<file path="src/include/board_defines.svh">
// Fixed sizes for the board reset and activity logic.
// Included by the package and by any RTL file that needs a raw width.
// Widths are chosen for this board and are not overridden per instance.

`ifndef BOARD_DEFINES_SVH
`define BOARD_DEFINES_SVH

// Width of the system and memory reset counters.
// All ones gives 4095 cycles of hold after the last request.
`define RST_CNT_W 12

// Width of the activity dark-interval counter.
// A full load gives 127 dark cycles between pulses.
`define ACT_CNT_W 7

// Flip-flops on the PLL lock synchronizer.
// The lock comes from another clock domain on the board.
`define SYNC_STAGES 2

`endif
</file>
<file path="src/source/board_pkg.sv">
// Types shared by the board reset and activity logic.
// Referenced by scoped names from every RTL file that needs them.

package board_pkg;

	`include "board_defines.svh"

	// Software reset command decoded from the two device-table lines.
	// Encoding follows {rst1, rst0}.
	typedef enum logic [1:0] {
		SW_RST_NONE     = 2'b00,
		SW_RST_POWEROFF = 2'b01,
		SW_RST_WARM     = 2'b10,
		SW_RST_COLD     = 2'b11
	} sw_rst_cmd_t;

	// Down-counter for the system and memory reset holds.
	typedef logic [`RST_CNT_W-1:0] rst_cnt_t;

	// Down-counter for the activity dark interval.
	typedef logic [`ACT_CNT_W-1:0] act_cnt_t;

endpackage

</file>
<file path="src/source/board_evt_if.sv">
// Registered board events from the input stage.
// The input stage drives all signals, the sequencer and the activity
// dimmer each read their own subset. Every signal is a plain level.

`timescale 1ns/1ps

interface board_evt_if;

	// Synchronized PLL lock.
	logic pll_ok;
	// Decoded software reset command.
	board_pkg::sw_rst_cmd_t sw_cmd;
	// Processor core reset request.
	logic core_hold;
	// SD bus traffic or DRAM init error.
	logic act_evt;

	modport src (output pll_ok, output sw_cmd, output core_hold, output act_evt);

	modport seq (input pll_ok, input sw_cmd, input core_hold);

	modport act (input act_evt);

endinterface

</file>
<file path="src/source/board_rst_top.sv">
// Top level of the board reset and activity logic.
// Board-level inputs come in as plain ports, are registered by the input
// stage and shared over the event interface with the reset sequencer and
// the activity dimmer.

`timescale 1ns/1ps

module board_rst_top (
	 input  logic clk100mhz_i
	,input  logic rst_p
	,input  logic pll_locked_i
	,input  logic dev_rst0_i
	,input  logic dev_rst1_i
	,input  logic core_rst_i
	,input  logic sd_di_i
	,input  logic sd_do_i
	,input  logic dram_err_i
	,output logic sys_rst_o
	,output logic ram_rst_o
	,output logic activity_o
);

	board_evt_if evt_bus ();

	board_in_sync u_in (
		 .clk100mhz_i  (clk100mhz_i)
		,.rst_p        (rst_p)
		,.pll_locked_i (pll_locked_i)
		,.dev_rst0_i   (dev_rst0_i)
		,.dev_rst1_i   (dev_rst1_i)
		,.core_rst_i   (core_rst_i)
		,.sd_di_i      (sd_di_i)
		,.sd_do_i      (sd_do_i)
		,.dram_err_i   (dram_err_i)
		,.evt          (evt_bus.src)
	);

	reset_sequencer u_seq (
		 .clk100mhz_i (clk100mhz_i)
		,.rst_p       (rst_p)
		,.evt         (evt_bus.seq)
		,.sys_rst_o   (sys_rst_o)
		,.ram_rst_o   (ram_rst_o)
	);

	// Indicator for SD traffic and DRAM init errors.
	activity_dimmer u_act (
		 .clk100mhz_i (clk100mhz_i)
		,.rst_p       (rst_p)
		,.evt         (evt_bus.act)
		,.activity_o  (activity_o)
	);

endmodule

</file>
<file path="src/source/activity_dimmer.sv">
// Activity indicator driver.
// Turns activity events into single-cycle pulses followed by a fixed
// dark interval, so the LED stays dim under continuous traffic.

`timescale 1ns/1ps

module activity_dimmer (
	 input  logic clk100mhz_i
	,input  logic rst_p
	,board_evt_if.act evt
	,output logic activity_o
);

	board_pkg::act_cnt_t dark_cnt;

	always_ff @(posedge clk100mhz_i) begin
		if (rst_p) begin
			dark_cnt <= '0;
			activity_o <= 1'b0;
		end else if (dark_cnt != '0) begin
			// Dark interval, events are ignored.
			dark_cnt <= dark_cnt - 1'b1;
			activity_o <= 1'b0;
		end else if (evt.act_evt) begin
			// One pulse, then a full dark interval.
			dark_cnt <= '1;
			activity_o <= 1'b1;
		end else begin
			activity_o <= 1'b0;
		end
	end

endmodule

</file>
<file path="src/source/reset_sequencer.sv">
// Reset sequencer for the board.
// Holds the system in reset for a full counter window after a board reset,
// a core request or a warm or cold command, and while the PLL is unlocked.
// A power-off command latches the system in reset until the next board
// reset. The memory reset runs its own window, restarted only by a board
// reset or a cold command.

`timescale 1ns/1ps

module reset_sequencer (
	 input  logic clk100mhz_i
	,input  logic rst_p
	,board_evt_if.seq evt
	,output logic sys_rst_o
	,output logic ram_rst_o
);

	board_pkg::rst_cnt_t sys_cnt;
	board_pkg::rst_cnt_t ram_cnt;
	logic pwr_off_q;
	logic sys_hold;
	logic cold_cmd;

	assign cold_cmd = (evt.sw_cmd == board_pkg::SW_RST_COLD);

	// Any request that restarts the system window.
	assign sys_hold = evt.core_hold || cold_cmd ||
		(evt.sw_cmd == board_pkg::SW_RST_WARM);

	// System window.
	// Reloads on every cycle a request is present, so the window
	// starts from the last one.
	always_ff @(posedge clk100mhz_i) begin
		if (rst_p || sys_hold) begin
			sys_cnt <= '1;
		end else if (sys_cnt != '0) begin
			sys_cnt <= sys_cnt - 1'b1;
		end
	end

	// Power-off latch.
	// Only a board reset brings the system back.
	always_ff @(posedge clk100mhz_i) begin
		if (rst_p) begin
			pwr_off_q <= 1'b0;
		end else if (evt.sw_cmd == board_pkg::SW_RST_POWEROFF) begin
			pwr_off_q <= 1'b1;
		end
	end

	// Memory window.
	// Warm resets and core requests leave the DRAM contents alone,
	// and the window only advances once the clocks are stable.
	always_ff @(posedge clk100mhz_i) begin
		if (rst_p || cold_cmd) begin
			ram_cnt <= '1;
		end else if (evt.pll_ok && (ram_cnt != '0)) begin
			ram_cnt <= ram_cnt - 1'b1;
		end
	end

	always_ff @(posedge clk100mhz_i) begin
		if (rst_p) begin
			sys_rst_o <= 1'b1;
			ram_rst_o <= 1'b1;
		end else begin
			sys_rst_o <= !evt.pll_ok || pwr_off_q || (sys_cnt != '0);
			ram_rst_o <= (ram_cnt != '0);
		end
	end

endmodule

</file>
<file path="src/source/board_in_sync.sv">
// Input stage of the board reset logic.
// Synchronizes PLL lock, registers the raw request lines and decodes the
// device-table reset lines into a command. All outputs go onto the event
// interface one cycle after sampling, PLL lock after the synchronizer.

`timescale 1ns/1ps
`include "board_defines.svh"

module board_in_sync (
	 input  logic clk100mhz_i
	,input  logic rst_p
	,input  logic pll_locked_i
	,input  logic dev_rst0_i
	,input  logic dev_rst1_i
	,input  logic core_rst_i
	,input  logic sd_di_i
	,input  logic sd_do_i
	,input  logic dram_err_i
	,board_evt_if.src evt
);

	logic [`SYNC_STAGES-1:0] pll_sync;
	board_pkg::sw_rst_cmd_t sw_cmd_d;
	logic act_evt_d;

	// Both lines high is a cold reset, line 1 alone a warm reset,
	// line 0 alone a power-off.
	always_comb begin
		case ({dev_rst1_i, dev_rst0_i})
			2'b11: sw_cmd_d = board_pkg::SW_RST_COLD;
			2'b10: sw_cmd_d = board_pkg::SW_RST_WARM;
			2'b01: sw_cmd_d = board_pkg::SW_RST_POWEROFF;
			default: sw_cmd_d = board_pkg::SW_RST_NONE;
		endcase
	end

	// The SD lines idle high, so any low level is bus traffic.
	assign act_evt_d = !(sd_di_i && sd_do_i) || dram_err_i;

	always_ff @(posedge clk100mhz_i) begin
		if (rst_p) begin
			pll_sync <= '0;
			evt.sw_cmd <= board_pkg::SW_RST_NONE;
			evt.core_hold <= 1'b0;
			evt.act_evt <= 1'b0;
		end else begin
			pll_sync <= {pll_sync[`SYNC_STAGES-2:0], pll_locked_i};
			evt.sw_cmd <= sw_cmd_d;
			evt.core_hold <= core_rst_i;
			evt.act_evt <= act_evt_d;
		end
	end

	// Last synchronizer stage.
	assign evt.pll_ok = pll_sync[`SYNC_STAGES-1];

endmodule

</file>
<file path="config.mk">
export PLATFORM = sky130hd
export DESIGN_NAME = board_rst_top
export DESIGN_NICKNAME = d
export VERILOG_FILES = /design/src/source/board_pkg.sv /design/src/source/board_evt_if.sv /design/src/source/board_rst_top.sv /design/src/source/activity_dimmer.sv /design/src/source/reset_sequencer.sv /design/src/source/board_in_sync.sv
export VERILOG_INCLUDE_DIRS = /design/src /design/src/include
export SDC_FILE = /design/constraint.sdc
export NUM_CORES = 1
export LEC_CHECK = 0
export BUFFER_PORTS_ARGS = -buffer_cell sky130_fd_sc_hd__buf_2
export CAP_MARGIN = 30
export CORE_UTILIZATION = 41
export DETAILED_ROUTE_END_ITERATION = 16
export SYNTH_ARGS = -nofsm -noshare
export SYNTH_HDL_FRONTEND = slang
export SYNTH_HIERARCHICAL = 1
export SYNTH_SLANG_ARGS = --single-unit
</file>
<file path="constraint.sdc">
create_clock -name clk100mhz_i -period 2.2 [get_ports clk100mhz_i]
set_input_delay 0.22 -clock clk100mhz_i [delete_from_list [all_inputs] [get_ports clk100mhz_i]]
set_output_delay 0.22 -clock clk100mhz_i [all_outputs]
set_load 0.1 [all_outputs]
</file>
==> results of run 1 <==
## registers in the layout (all words and copies together), names as in the netlist
| name | flops |
|---|---|
| u_seq/pwr_off_q | 1 |
| u_in/evt.sw_cmd | 2 |
| u_seq/sys_rst_o | 1 |
| u_in/evt.core_hold | 1 |
| u_act/activity_o | 1 |
| u_in/pll_sync | 2 |
| u_seq/sys_cnt | 12 |
| u_act/dark_cnt | 7 |
| u_seq/ram_cnt | 12 |
| u_seq/ram_rst_o | 1 |
| u_in/evt.act_evt | 1 |
## cell usage in the layout, fill, tap and decap left out, drive strengths merged, types with 5 or more instances in the layout
cell    instances
a21oi          13
buf            18
clkbuf          6
dfxtp          41
ha              6
inv            11
nand2          11
nand3          10
nor2           14
nor2b           5
nor3           10
nor4            6
o21ai          14
o31ai           6
or3             5
or4             8
xor2            6
## critical path: cells and delay by family (launching register included)
family | cells | cell delay (ns)
adder cells (fa/ha/maj) | 1 | 0.17
AO/OA/AOI/OAI | 1 | 0.34
flip-flops | 1 | 0.34
AND/OR/NAND/NOR | 3 | 0.92
buffers and inverters | 1 | 0.11
## routing by layer
layer | vias to the layer above | track usage, % | wire (um)
met4 | 0 | 7.11 | 55
met2 | 27 | 25.3 | 1590
li1 | 822 | - | -
met5 | - | 0 | 0
met1 | 727 | 21.1 | 1900
met3 | 6 | 4.33 | 121
## logic make-up (layout without fill, tap and decap cells)
logic type      after synthesis  in the layout  synth area share (%)
simple gates                 85             85                  25.8
compound gates               53             53                  19.3
flops                        41             41                  43.4
buf+inv                      15             37                  3.18
xor+xnor                      8              8                  3.71
fa+ha+maj                     6              6                  3.97
mux                           1              1                 0.596
## layout make-up
cell class / instances / share of cell area (%)
Tap cell: 52 / 3.00
Clock inverter: 2 / 1.73
Timing Repair Buffer: 18 / 4.96
Multi-Input combinational cell: 153 / 46.8
Inverter: 11 / 1.90
Sequential cell: 41 / 37.8
Clock buffer: 6 / 3.80
## path summary, 6_finish.rpt
check                                                    from                        endpoint  slack, ns  depth (start not counted)
worst max register to register  u_seq/ram_cnt[0]$_SDFFE_PP1P_  u_seq/ram_cnt[11]$_SDFFE_PP1P_       0.20                          6
worst max-delay path            u_seq/ram_cnt[0]$_SDFFE_PP1P_  u_seq/ram_cnt[11]$_SDFFE_PP1P_       0.20                          6
worst min register to register    u_in/pll_sync[0]$_SDFF_PP0_     u_in/pll_sync[1]$_SDFF_PP0_       0.45                          1
worst min-delay path                                  sd_do_i     u_in/evt.act_evt$_SDFF_PP0_       0.12                          2
## power breakdown
| group | internal (mW) | switching, mW | total, mW |
|---|---|---|---|
| logic | 0.168 | 0.230 | 0.398 |
| registers | 0.809 | 0.0728 | 0.882 |
| clock network | 0.369 | 0.255 | 0.624 |
## stage by stage
step | setup slack [ns] | std cells | utilization [%] | instance area, um^2 | hold WS [ns]
2_1_floorplan | 0.319 | 209 | - | 1890 | 0.286
3_3_place_gp | 0.207 | 275 | 46.6 | 2040 | 0.423
3_5_place_dp | 0.164 | 275 | 46.6 | 2040 | 0.431
4_1_cts | 0.153 | 283 | 49.4 | 2160 | 0.116
5_1_grt | 0.0322 | 283 | 49.5 | 2170 | 0.124
6_report | 0.197 | 283 | 49.5 | 2170 | 0.124
==> key figures, run 1 <==
Outcome
  – Outcome: finished clean

Worst setup path
  – Critical-path top delay cell: or4b_2
  – Worst Setup Start Kind: register
  – CP endpoint kind: register
  – Req. time, crit path: between 2 and 2.5 ns
  – Critical Path Max Stage Delay: 0.69 ns
  – Crit-path cells: inv_1, ha_1, or4b_2, o31ai_4, or4_1, nand3_1
  – Crit path DAT: between 2 and 2.5 ns
  – WS Path Type: register to register
  – CP Max Fanout: 7

GRT
  – First-pass GRT wire length: ~6.3 mm
  – GRT Overall Usage: 16.3%
  – GRT overflow: 0
  – Initial antenna violation count: 0
  – Largest net degree at the start of global routing: 20
  – Vias in the first global route: ~1400

Route
  – Drt via density: between 5 and 6
  – DRT iter0 DRCs: approximately 110
  – Vias: 1582
  – Total wire length: about 3.7 mm
  – Initial DRT Pass Iterations: 4
  – DRC viols: 0
  – Antenna Nets Post-Route: 0
  – DR WL/cell: approximately 13 um

STA
  – Worst-Margin Slew: 0.575 ns
  – Fin. max-slew vios: 0
  – Max Freq: roughly 500 MHz
  – Worst Skew: 0.00814 ns
  – Rel. slew slack: between 60% and 70%
  – Final setup fails: 0
  – RSZ-0062 raised after global routing: no
  – Tmin final: 2.00 ns
  – Hold Fails Final Rpt: 0
  – Setup TNS: 0 ns
  – Final period utilization: 91.1%

Worst hold path
  – Hold Path Class: input port to register

Floorplan
  – Core footprint: ~0.0044 mm^2
  – Die Area: between 0.004 and 0.005 mm^2
  – DIE HEIGHT: roughly 70 um
  – Starting density of the core: between 40% and 50%
  – I/O pin total: 12
  – Rows: 24
  – Overall die width: approximately 70 um

Synth
  – Syn nets: between 200 and 250
  – Syn Std Cell Area: 0.00189 mm^2
  – Unique cell type count in the Yosys netlist: between 40 and 50
  – Syn Inst Count: approximately 210
  – Synth top cells by count: dfxtp_1 (41), nor2_1 (14), a21oi_1 (13), o21ai_0 (12)
  – Share of the synthesized area in the top cell type: between 40% and 50%
  – Area leader, netlist: dfxtp_1
  – Post-synth EDFFs: 0
  – Sequential share of the synthesized area: 43.4%
  – Synth Register Bits: a little over 40
  – Syn_area_per_cell: about 9 um^2
  – Count leader, synth: dfxtp_1
  – Synth warnings: 6
  – Area contributors post-synth: dfxtp_1 (43%), ha_1 (4.0%), a21oi_1 (3.4%)
  – Fraction of registers with async set or reset after synthesis: 0%
  – Primary FF master, synth: dfxtp_1

Placed design
  – Port bufs: 11
  – Final HPWL DP: ~2.6 mm
  – Final GP Congestion: between 0.8 and 0.9

CTS
  – Clock Path Buffers: 2
  – Clk slew on worst S/H paths: approximately 0.08 ns
  – Clock sinks: between 40 and 50
  – TritonCTS buffer count: 5
  – Clk root buf: clkbuf_8
  – Htree depth: 2
  – CTS Hold Bufs: 0
  – Post-CTS sizing: 0
  – TritonCTS clock tree: built
  – Worst-Skew Late Latency: ~0.29 ns
  – Post-CTS setup buffers: 0

Pwr
  – Leak: just under 0.8 nW
  – Total Power: about 1.9 mW
  – P per Cell Area: between 800 and 900 mW/mm^2
  – Worst vdd ir: ~0.56 mV

Finish
  – # diodes: 0
  – Fill cells: approximately 420
  – Nets@finish: 245
  – Area occupied by multi-input gates: ~0.0010 mm^2
  – Seq. cell area: roughly 800 um^2
  – Area added between synthesis and finish: 14.8%
  – Share of cells above drive strength 1: ~15%

Run
  – Maxcap violations: 0
No activity file was read; power rests on OpenSTA's default activity.
==> run 2, diff against run 1 <==
==> constraint.sdc (replaced) <==
create_clock -name clk100mhz_i -period 2.4 [get_ports clk100mhz_i]
set_input_delay 0.24 -clock clk100mhz_i [delete_from_list [all_inputs] [get_ports clk100mhz_i]]
set_output_delay 0.24 -clock clk100mhz_i [all_outputs]
set_load 0.1 [all_outputs]
==> run 2 against run 1 <==
Compared with the run above: count of clock-buffer cells in the layout is 1 higher; largest power group unchanged; setup slack better by 0.17 ns; cell area is 0.46% lower.
==> key figures, run 2 (same netlist as run 1, synthesis figures left out) <==
Route
  – Total wire length: 3.69 mm (+0.74%)
  – Initial DRT Pass Iterations: 6 (+2)
  – Drt via density: 5.55 (-0.76%)
  – DR WL/cell: 13.0 um (+0.74%)
  – DRT iter0 DRCs: 60 (-43%)
  – DRC viols: 0 (unchanged)
  – Antenna Nets Post-Route: 0 (unchanged)
  – Vias: 1570 (-0.76%)

Floorplan
  – Core footprint: 0.00438 mm^2 (unchanged)
  – Starting density of the core: 43.1% (unchanged)
  – Overall die width: 69.9 um (unchanged)
  – I/O pin total: 12 (unchanged)
  – Rows: 24 (unchanged)
  – Die Area: 0.00489 mm^2 (unchanged)
  – DIE HEIGHT: 69.9 um (unchanged)

Pwr
  – Worst vdd ir: 0.580 mV (+3.4%)
  – P per Cell Area: 806 mW/mm^2 (-8.1%)
  – Pint: 1.23 mW (-8.3%)
  – Clk pwr share: 32.6% (-0.2 points)
  – Sw frac: 29.1% (-0.18 points)
  – Combinational fraction of design power: 21.0% (about the same)
  – Psw: 0.508 mW (-9.1%)
  – Total Power: 1.74 mW (-8.5%)
  – Sequential power share: 46.4% (about the same)
  – Leak: 0.776 nW (-2.0%)

GRT
  – M3 GR Usage: 3.61% (-0.72 points)
  – First-pass GRT wire length: 6.57 mm (+4.4%)
  – GRT Overall Usage: 16.9% (+0.60 points)
  – GRT Max-Usage Layer: met2
  – Vias in the first global route: 1478 (+4.2%)
  – Met2 Use GR: 26.3% (+0.96 points)
  – Largest net degree at the start of global routing: 20 (unchanged)
  – GRT overflow: 0 (unchanged)
  – Initial antenna violation count: 0 (unchanged)
  – M1 GR Usage: 22.3% (+1.1 points)

Worst setup path
  – CP endpoint kind: register
  – Req. time, crit path: 2.58 ns (+0.21 ns)
  – Critical-path top delay cell: or4b_2
  – Critical Path Max Stage Delay: 0.67 ns (-0.02 ns)
  – Crit-path cells: inv_1, ha_1, or4b_2, nor3_2, nor3_1, a211o_1
  – Worst Setup Start Kind: register
  – R2R setup slack: 0.36 ns (+0.17 ns)
  – CP Max Fanout: 5 (-2)
  – Crit path DAT: 2.22 ns (+0.05 ns)
  – WS Path Type: register to register

Finish
  – # diodes: 0 (unchanged)
  – Share of cells above drive strength 1: 14.7% (-0.43 points)
  – Commonest non-fill, non-tap cell in the layout: dfxtp_1
  – Area added between synthesis and finish: 14.3%
  – Nets@finish: 245 (unchanged)
  – Commonest non-fill, non-tap cells in the layout: dfxtp_1 (41), nor2_1 (14), a21oi_1 (13)
  – Largest registers: u_seq/ram_cnt x12, u_seq/sys_cnt x12, u_act/dark_cnt x7

Placed design
  – Port bufs: 11 (unchanged)
  – Final HPWL DP: 2.65 mm (+0.89%)
  – Final GP Congestion: 0.795 (-1.6%)

STA
  – Setup TNS: 0 ns (unchanged)
  – Fin. max-slew vios: 0 (unchanged)
  – Max Freq: 491 MHz (-1.6%)
  – Rel. slew slack: 60.3% (-0.96 points)
  – Tmin final: 2.04 ns (+0.0318 ns)
  – Worst-Margin Slew: 0.590 ns (+0.0143 ns)
  – Worst Skew: 0.00440 ns (-0.00374 ns)
  – Hold Fails Final Rpt: 0 (unchanged)
  – Final period utilization: 84.8% (-6.3 points)
  – RSZ-0062 raised after global routing: no
  – Final setup fails: 0 (unchanged)

CTS
  – Post-CTS setup buffers: 0 (unchanged)
  – Clock sinks: 41 (unchanged)
  – CTS Hold Bufs: 0 (unchanged)
  – Worst-Skew Late Latency: 0.29 ns (about the same)
  – TritonCTS buffer count: 5 (unchanged)
  – Clk root buf: clkbuf_8
  – Post-CTS sizing: 0 (unchanged)
  – Htree depth: 2 (unchanged)
  – Clock Path Buffers: 2 (unchanged)
  – TritonCTS clock tree: built
  – Clk slew on worst S/H paths: 0.08 ns (about the same)

Outcome
  – Outcome: finished clean

Worst hold path
  – Hold Path Class: input port to register

Run
  – Maxcap violations: 0 (unchanged)
## run 2: cell count changes in the layout (fill, tap and decap cells not counted), sizes merged
cell	change
clkinvlp	-1
clkbuf	+1
## run 2: through the flow
step	setup slack [ns]	hold slack, ns	area, um^2	util (%)	instances
6_report	0.365	0.145	2160	49.3	283
5_1_grt	0.232	0.143	2160	49.3	283
4_1_cts	0.367	0.137	2160	49.3	283
2_1_floorplan	0.519	0.306	1890	-	209
3_5_place_dp	0.376	0.426	2040	46.6	275
3_3_place_gp	0.408	0.428	2040	46.6	275
## run 2: power by group through the flow
stage | sequential (mW) | combinational (mW) | clock [mW]
after floorplan | 0.822 | 0.261 | 0
after CTS | 0.806 | 0.363 | 0.584
after global routing | 0.820 | 0.408 | 0.615
after detailed placement | 0.819 | 0.361 | 0
final | 0.808 | 0.365 | 0.569
after global placement | 0.820 | 0.353 | 0
## run 2: path summary, 6_finish.rpt
path	cells past startpoint	startpoint	endpoint
worst max-delay path	6	u_seq/ram_cnt[0]$_SDFFE_PP1P_	u_seq/ram_cnt[7]$_SDFFE_PP1P_
worst min-delay path	2	sd_do_i	u_in/evt.act_evt$_SDFF_PP0_
worst max register to register	6	u_seq/ram_cnt[0]$_SDFFE_PP1P_	u_seq/ram_cnt[7]$_SDFFE_PP1P_
worst min register to register	1	u_in/pll_sync[0]$_SDFF_PP0_	u_in/pll_sync[1]$_SDFF_PP0_
## run 2: area by class of cell
cell class                 count  area, um^2
clock buffer                   7        86.3
clock inverter                 1        30.0
fill                         413        2220
inverter                      11        41.3
multi-input combinational    153        1010
sequential                    41         821
tap                           52        65.1
timing repair buffer          18         108
## run 2: critical path: cells and delay by family (launching register included)
kind,cells,cell delay [ns]
AND/OR/NAND/NOR,3,1.04
flip-flops,1,0.35
AO/OA/AOI/OAI,1,0.26
adder cells (fa/ha/maj),1,0.17
buffers and inverters,1,0.11
## run 2: per-layer routing
metal | wire length (um) | vias up
li1 | - | 823
met1 | 1920 | 721
met2 | 1620 | 21
met3 | 92 | 5
met4 | 54 | 0
met5 | 0 | -
==> run 3, diff against run 2 <==
==> constraint.sdc (replaced) <==
create_clock -name clk100mhz_i -period 1.99 [get_ports clk100mhz_i]
set_input_delay 0.199 -clock clk100mhz_i [delete_from_list [all_inputs] [get_ports clk100mhz_i]]
set_output_delay 0.199 -clock clk100mhz_i [all_outputs]
set_load 0.1 [all_outputs]
==> run 3 against run 2 <==
Compared with the run above: setup slack got worse by 0.22 ns; core utilization increased by 1.6 points; clock power increased by 20%; fmax increased by 11%; clock skew increased by 0.0044 ns; sequential share of layout area decreased by 1.2 points; total power increased by 21%; worst hold slack got worse by 0.055 ns; critical path depth decreased by 2; flip-flop and latch count unchanged; critical endpoint is now u_seq/ram_cnt[11]$_SDFFE_PP1P_; largest cell class unchanged.
==> key figures, run 3 (same netlist as run 1, synthesis figures left out) <==
Worst setup path
  – CP endpoint kind: register
  – CP most frequent cell: or4_1
  – Crit-path leading delay family: simple AND/OR/NAND/NOR gates
  – Worst r2r src: u_seq/ram_cnt[5]$_SDFFE_PP1P_
  – Buf/Inv on CP: 0 (-1)
  – CP Max Fanout: 6 (+1)
  – Critical-path top delay cell: or4_1
  – Crit path DAT: 2.08 ns (-0.14 ns)
  – R2R setup slack: 0.15 ns (-0.22 ns)
  – Crit path launch: u_seq/ram_cnt[5]$_SDFFE_PP1P_
  – Critical Path Max Stage Delay: 0.68 ns (about the same)
  – Req. time, crit path: 2.23 ns (-0.35 ns)
  – Crit-path cells: or4_1, or2_0, or4_1, nand3_1
  – WS Path Type: register to register
  – Worst Setup Start Kind: register

CTS
  – Clk root buf: clkbuf_8
  – TritonCTS clock tree: built
  – Htree depth: 2 (unchanged)
  – CTS Hold Bufs: 0 (unchanged)
  – Clock Path Buffers: 2 (unchanged)
  – Clk slew on worst S/H paths: 0.09 ns (about the same)
  – Clock sinks: 41 (unchanged)
  – TritonCTS buffer count: 5 (unchanged)
  – Worst-Skew Late Latency: 0.30 ns (about the same)

Floorplan
  – Overall die width: 69.9 um (unchanged)
  – Rows: 24 (unchanged)
  – Core footprint: 0.00438 mm^2 (unchanged)
  – I/O pin total: 12 (unchanged)
  – DIE HEIGHT: 69.9 um (unchanged)
  – Starting density of the core: 43.1% (unchanged)
  – Die Area: 0.00489 mm^2 (unchanged)

STA
  – Max Freq: 543 MHz (+11%)
  – Worst Skew: 0.00879 ns (+0.00439 ns)
  – Worst-Margin Slew: 0.524 ns (-0.0657 ns)
  – Setup TNS: 0 ns (unchanged)
  – Final period utilization: 92.5% (+7.7 points)
  – Fin. max-slew vios: 0 (unchanged)
  – RSZ-0062 raised after global routing: no
  – Tmin final: 1.84 ns (-0.195 ns)
  – Final setup fails: 0 (unchanged)
  – Hold Fails Final Rpt: 0 (unchanged)
  – Rel. slew slack: 64.7% (+4.4 points)

Placed design
  – Final GP Congestion: 0.807 (+1.5%)
  – Port bufs: 11 (unchanged)
  – Cells after DPL: 282 (+2.5%)
  – Final HPWL DP: 2.69 mm (+1.2%)

Pwr
  – Total Power: 2.11 mW (+21%)
  – Worst vdd ir: 0.634 mV (+9.4%)
  – P per Cell Area: 948 mW/mm^2 (+18%)
  – Leak: 0.825 nW (+6.3%)

Finish
  – Nets@finish: 253 (+3.3%)
  – Commonest non-fill, non-tap cell in the layout: dfxtp_1
  – Fin util: 50.9% (+1.6 points)
  – Share of cells above drive strength 1: 18.0% (+3.3 points)
  – Largest registers: u_seq/ram_cnt x12, u_seq/sys_cnt x12, u_act/dark_cnt x7
  – Fin cells: 291 (+2.8%)
  – # diodes: 0 (unchanged)
  – Area added between synthesis and finish: 17.9%
  – Fill cells: 414 (+0.24%)
  – Commonest non-fill, non-tap cells in the layout: dfxtp_1 (41), buf_4 (15), nor2_1 (14)

GRT
  – GRT overflow: 0 (unchanged)
  – Met2 Use GR: 27.6% (+1.3 points)
  – First-pass GRT wire length: 6.78 mm (+3.2%)
  – GRT Overall Usage: 17.5% (+0.62 points)
  – M3 GR Usage: 3.46% (-0.14 points)
  – Largest net degree at the start of global routing: 20 (unchanged)
  – Initial antenna violation count: 0 (unchanged)
  – M1 GR Usage: 22.7% (+0.46 points)
  – GRT Max-Usage Layer: met2
  – Vias in the first global route: 1537 (+4.0%)

Worst hold path
  – Hold Path Class: input port to register
  – HP Start: sd_do_i

Outcome
  – Outcome: finished clean

Route
  – DR WL/cell: 13.3 um (+1.8%)
  – Vias: 1591 (+1.3%)
  – DRT iter0 DRCs: 85 (+42%)
  – DRC viols: 0 (unchanged)
  – Antenna Nets Post-Route: 0 (unchanged)
  – Drt via density: 5.47 (-1.4%)
  – Total wire length: 3.86 mm (+4.7%)
  – Initial DRT Pass Iterations: 4 (-2)

Run
  – Maxcap violations: 0 (unchanged)
-- run 3: path summary, 6_finish.rpt --
kind | endpoint | depth (start not counted)
max | u_seq/ram_cnt[11]$_SDFFE_PP1P_ | 4
min | u_in/evt.act_evt$_SDFF_PP0_ | 2
max reg2reg | u_seq/ram_cnt[11]$_SDFFE_PP1P_ | 4
min reg2reg | u_in/pll_sync[1]$_SDFF_PP0_ | 1
-- run 3: metrics by stage --
step	setup slack (ns)	hold WS (ns)	instance area, um^2
final	0.149	0.0900	2230
after CTS	0.00746	0.0826	2210
after floorplan	0.109	0.265	1890
after detailed placement	0.0224	0.413	2100
after global placement	0.0488	0.411	2100
after global routing	0.0124	0.0964	2230
-- run 3: area by class of cell --
cell class	instances	area, um^2	share of cell area [%]
clock buffers	5	68.8	3.09
clock inverters	3	46.3	2.08
inverters	11	41.3	1.85
multi-input cells	153	1020	45.7
flip-flops and latches	41	821	36.8
well taps	52	65.1	2.92
repair buffers	26	168	7.52
-- run 3: repair_timing --
item | CTS | global route
buffers inserted | 0 | 1
endpoints found under the setup margin | 0 | 6
resized for setup | 0 | 2
-- run 3: layer usage --
layer,share of wire (%),up-vias
met2,44,27
li1,-,840
met4,0.78,0
met3,3.6,2
met1,52,722
met5,0,-
-- run 3: power by group --
group	total, mW	internal [mW]	switching (mW)
logic	0.462	0.203	0.258
clock network	0.680	0.375	0.305
registers	0.972	0.894	0.0778
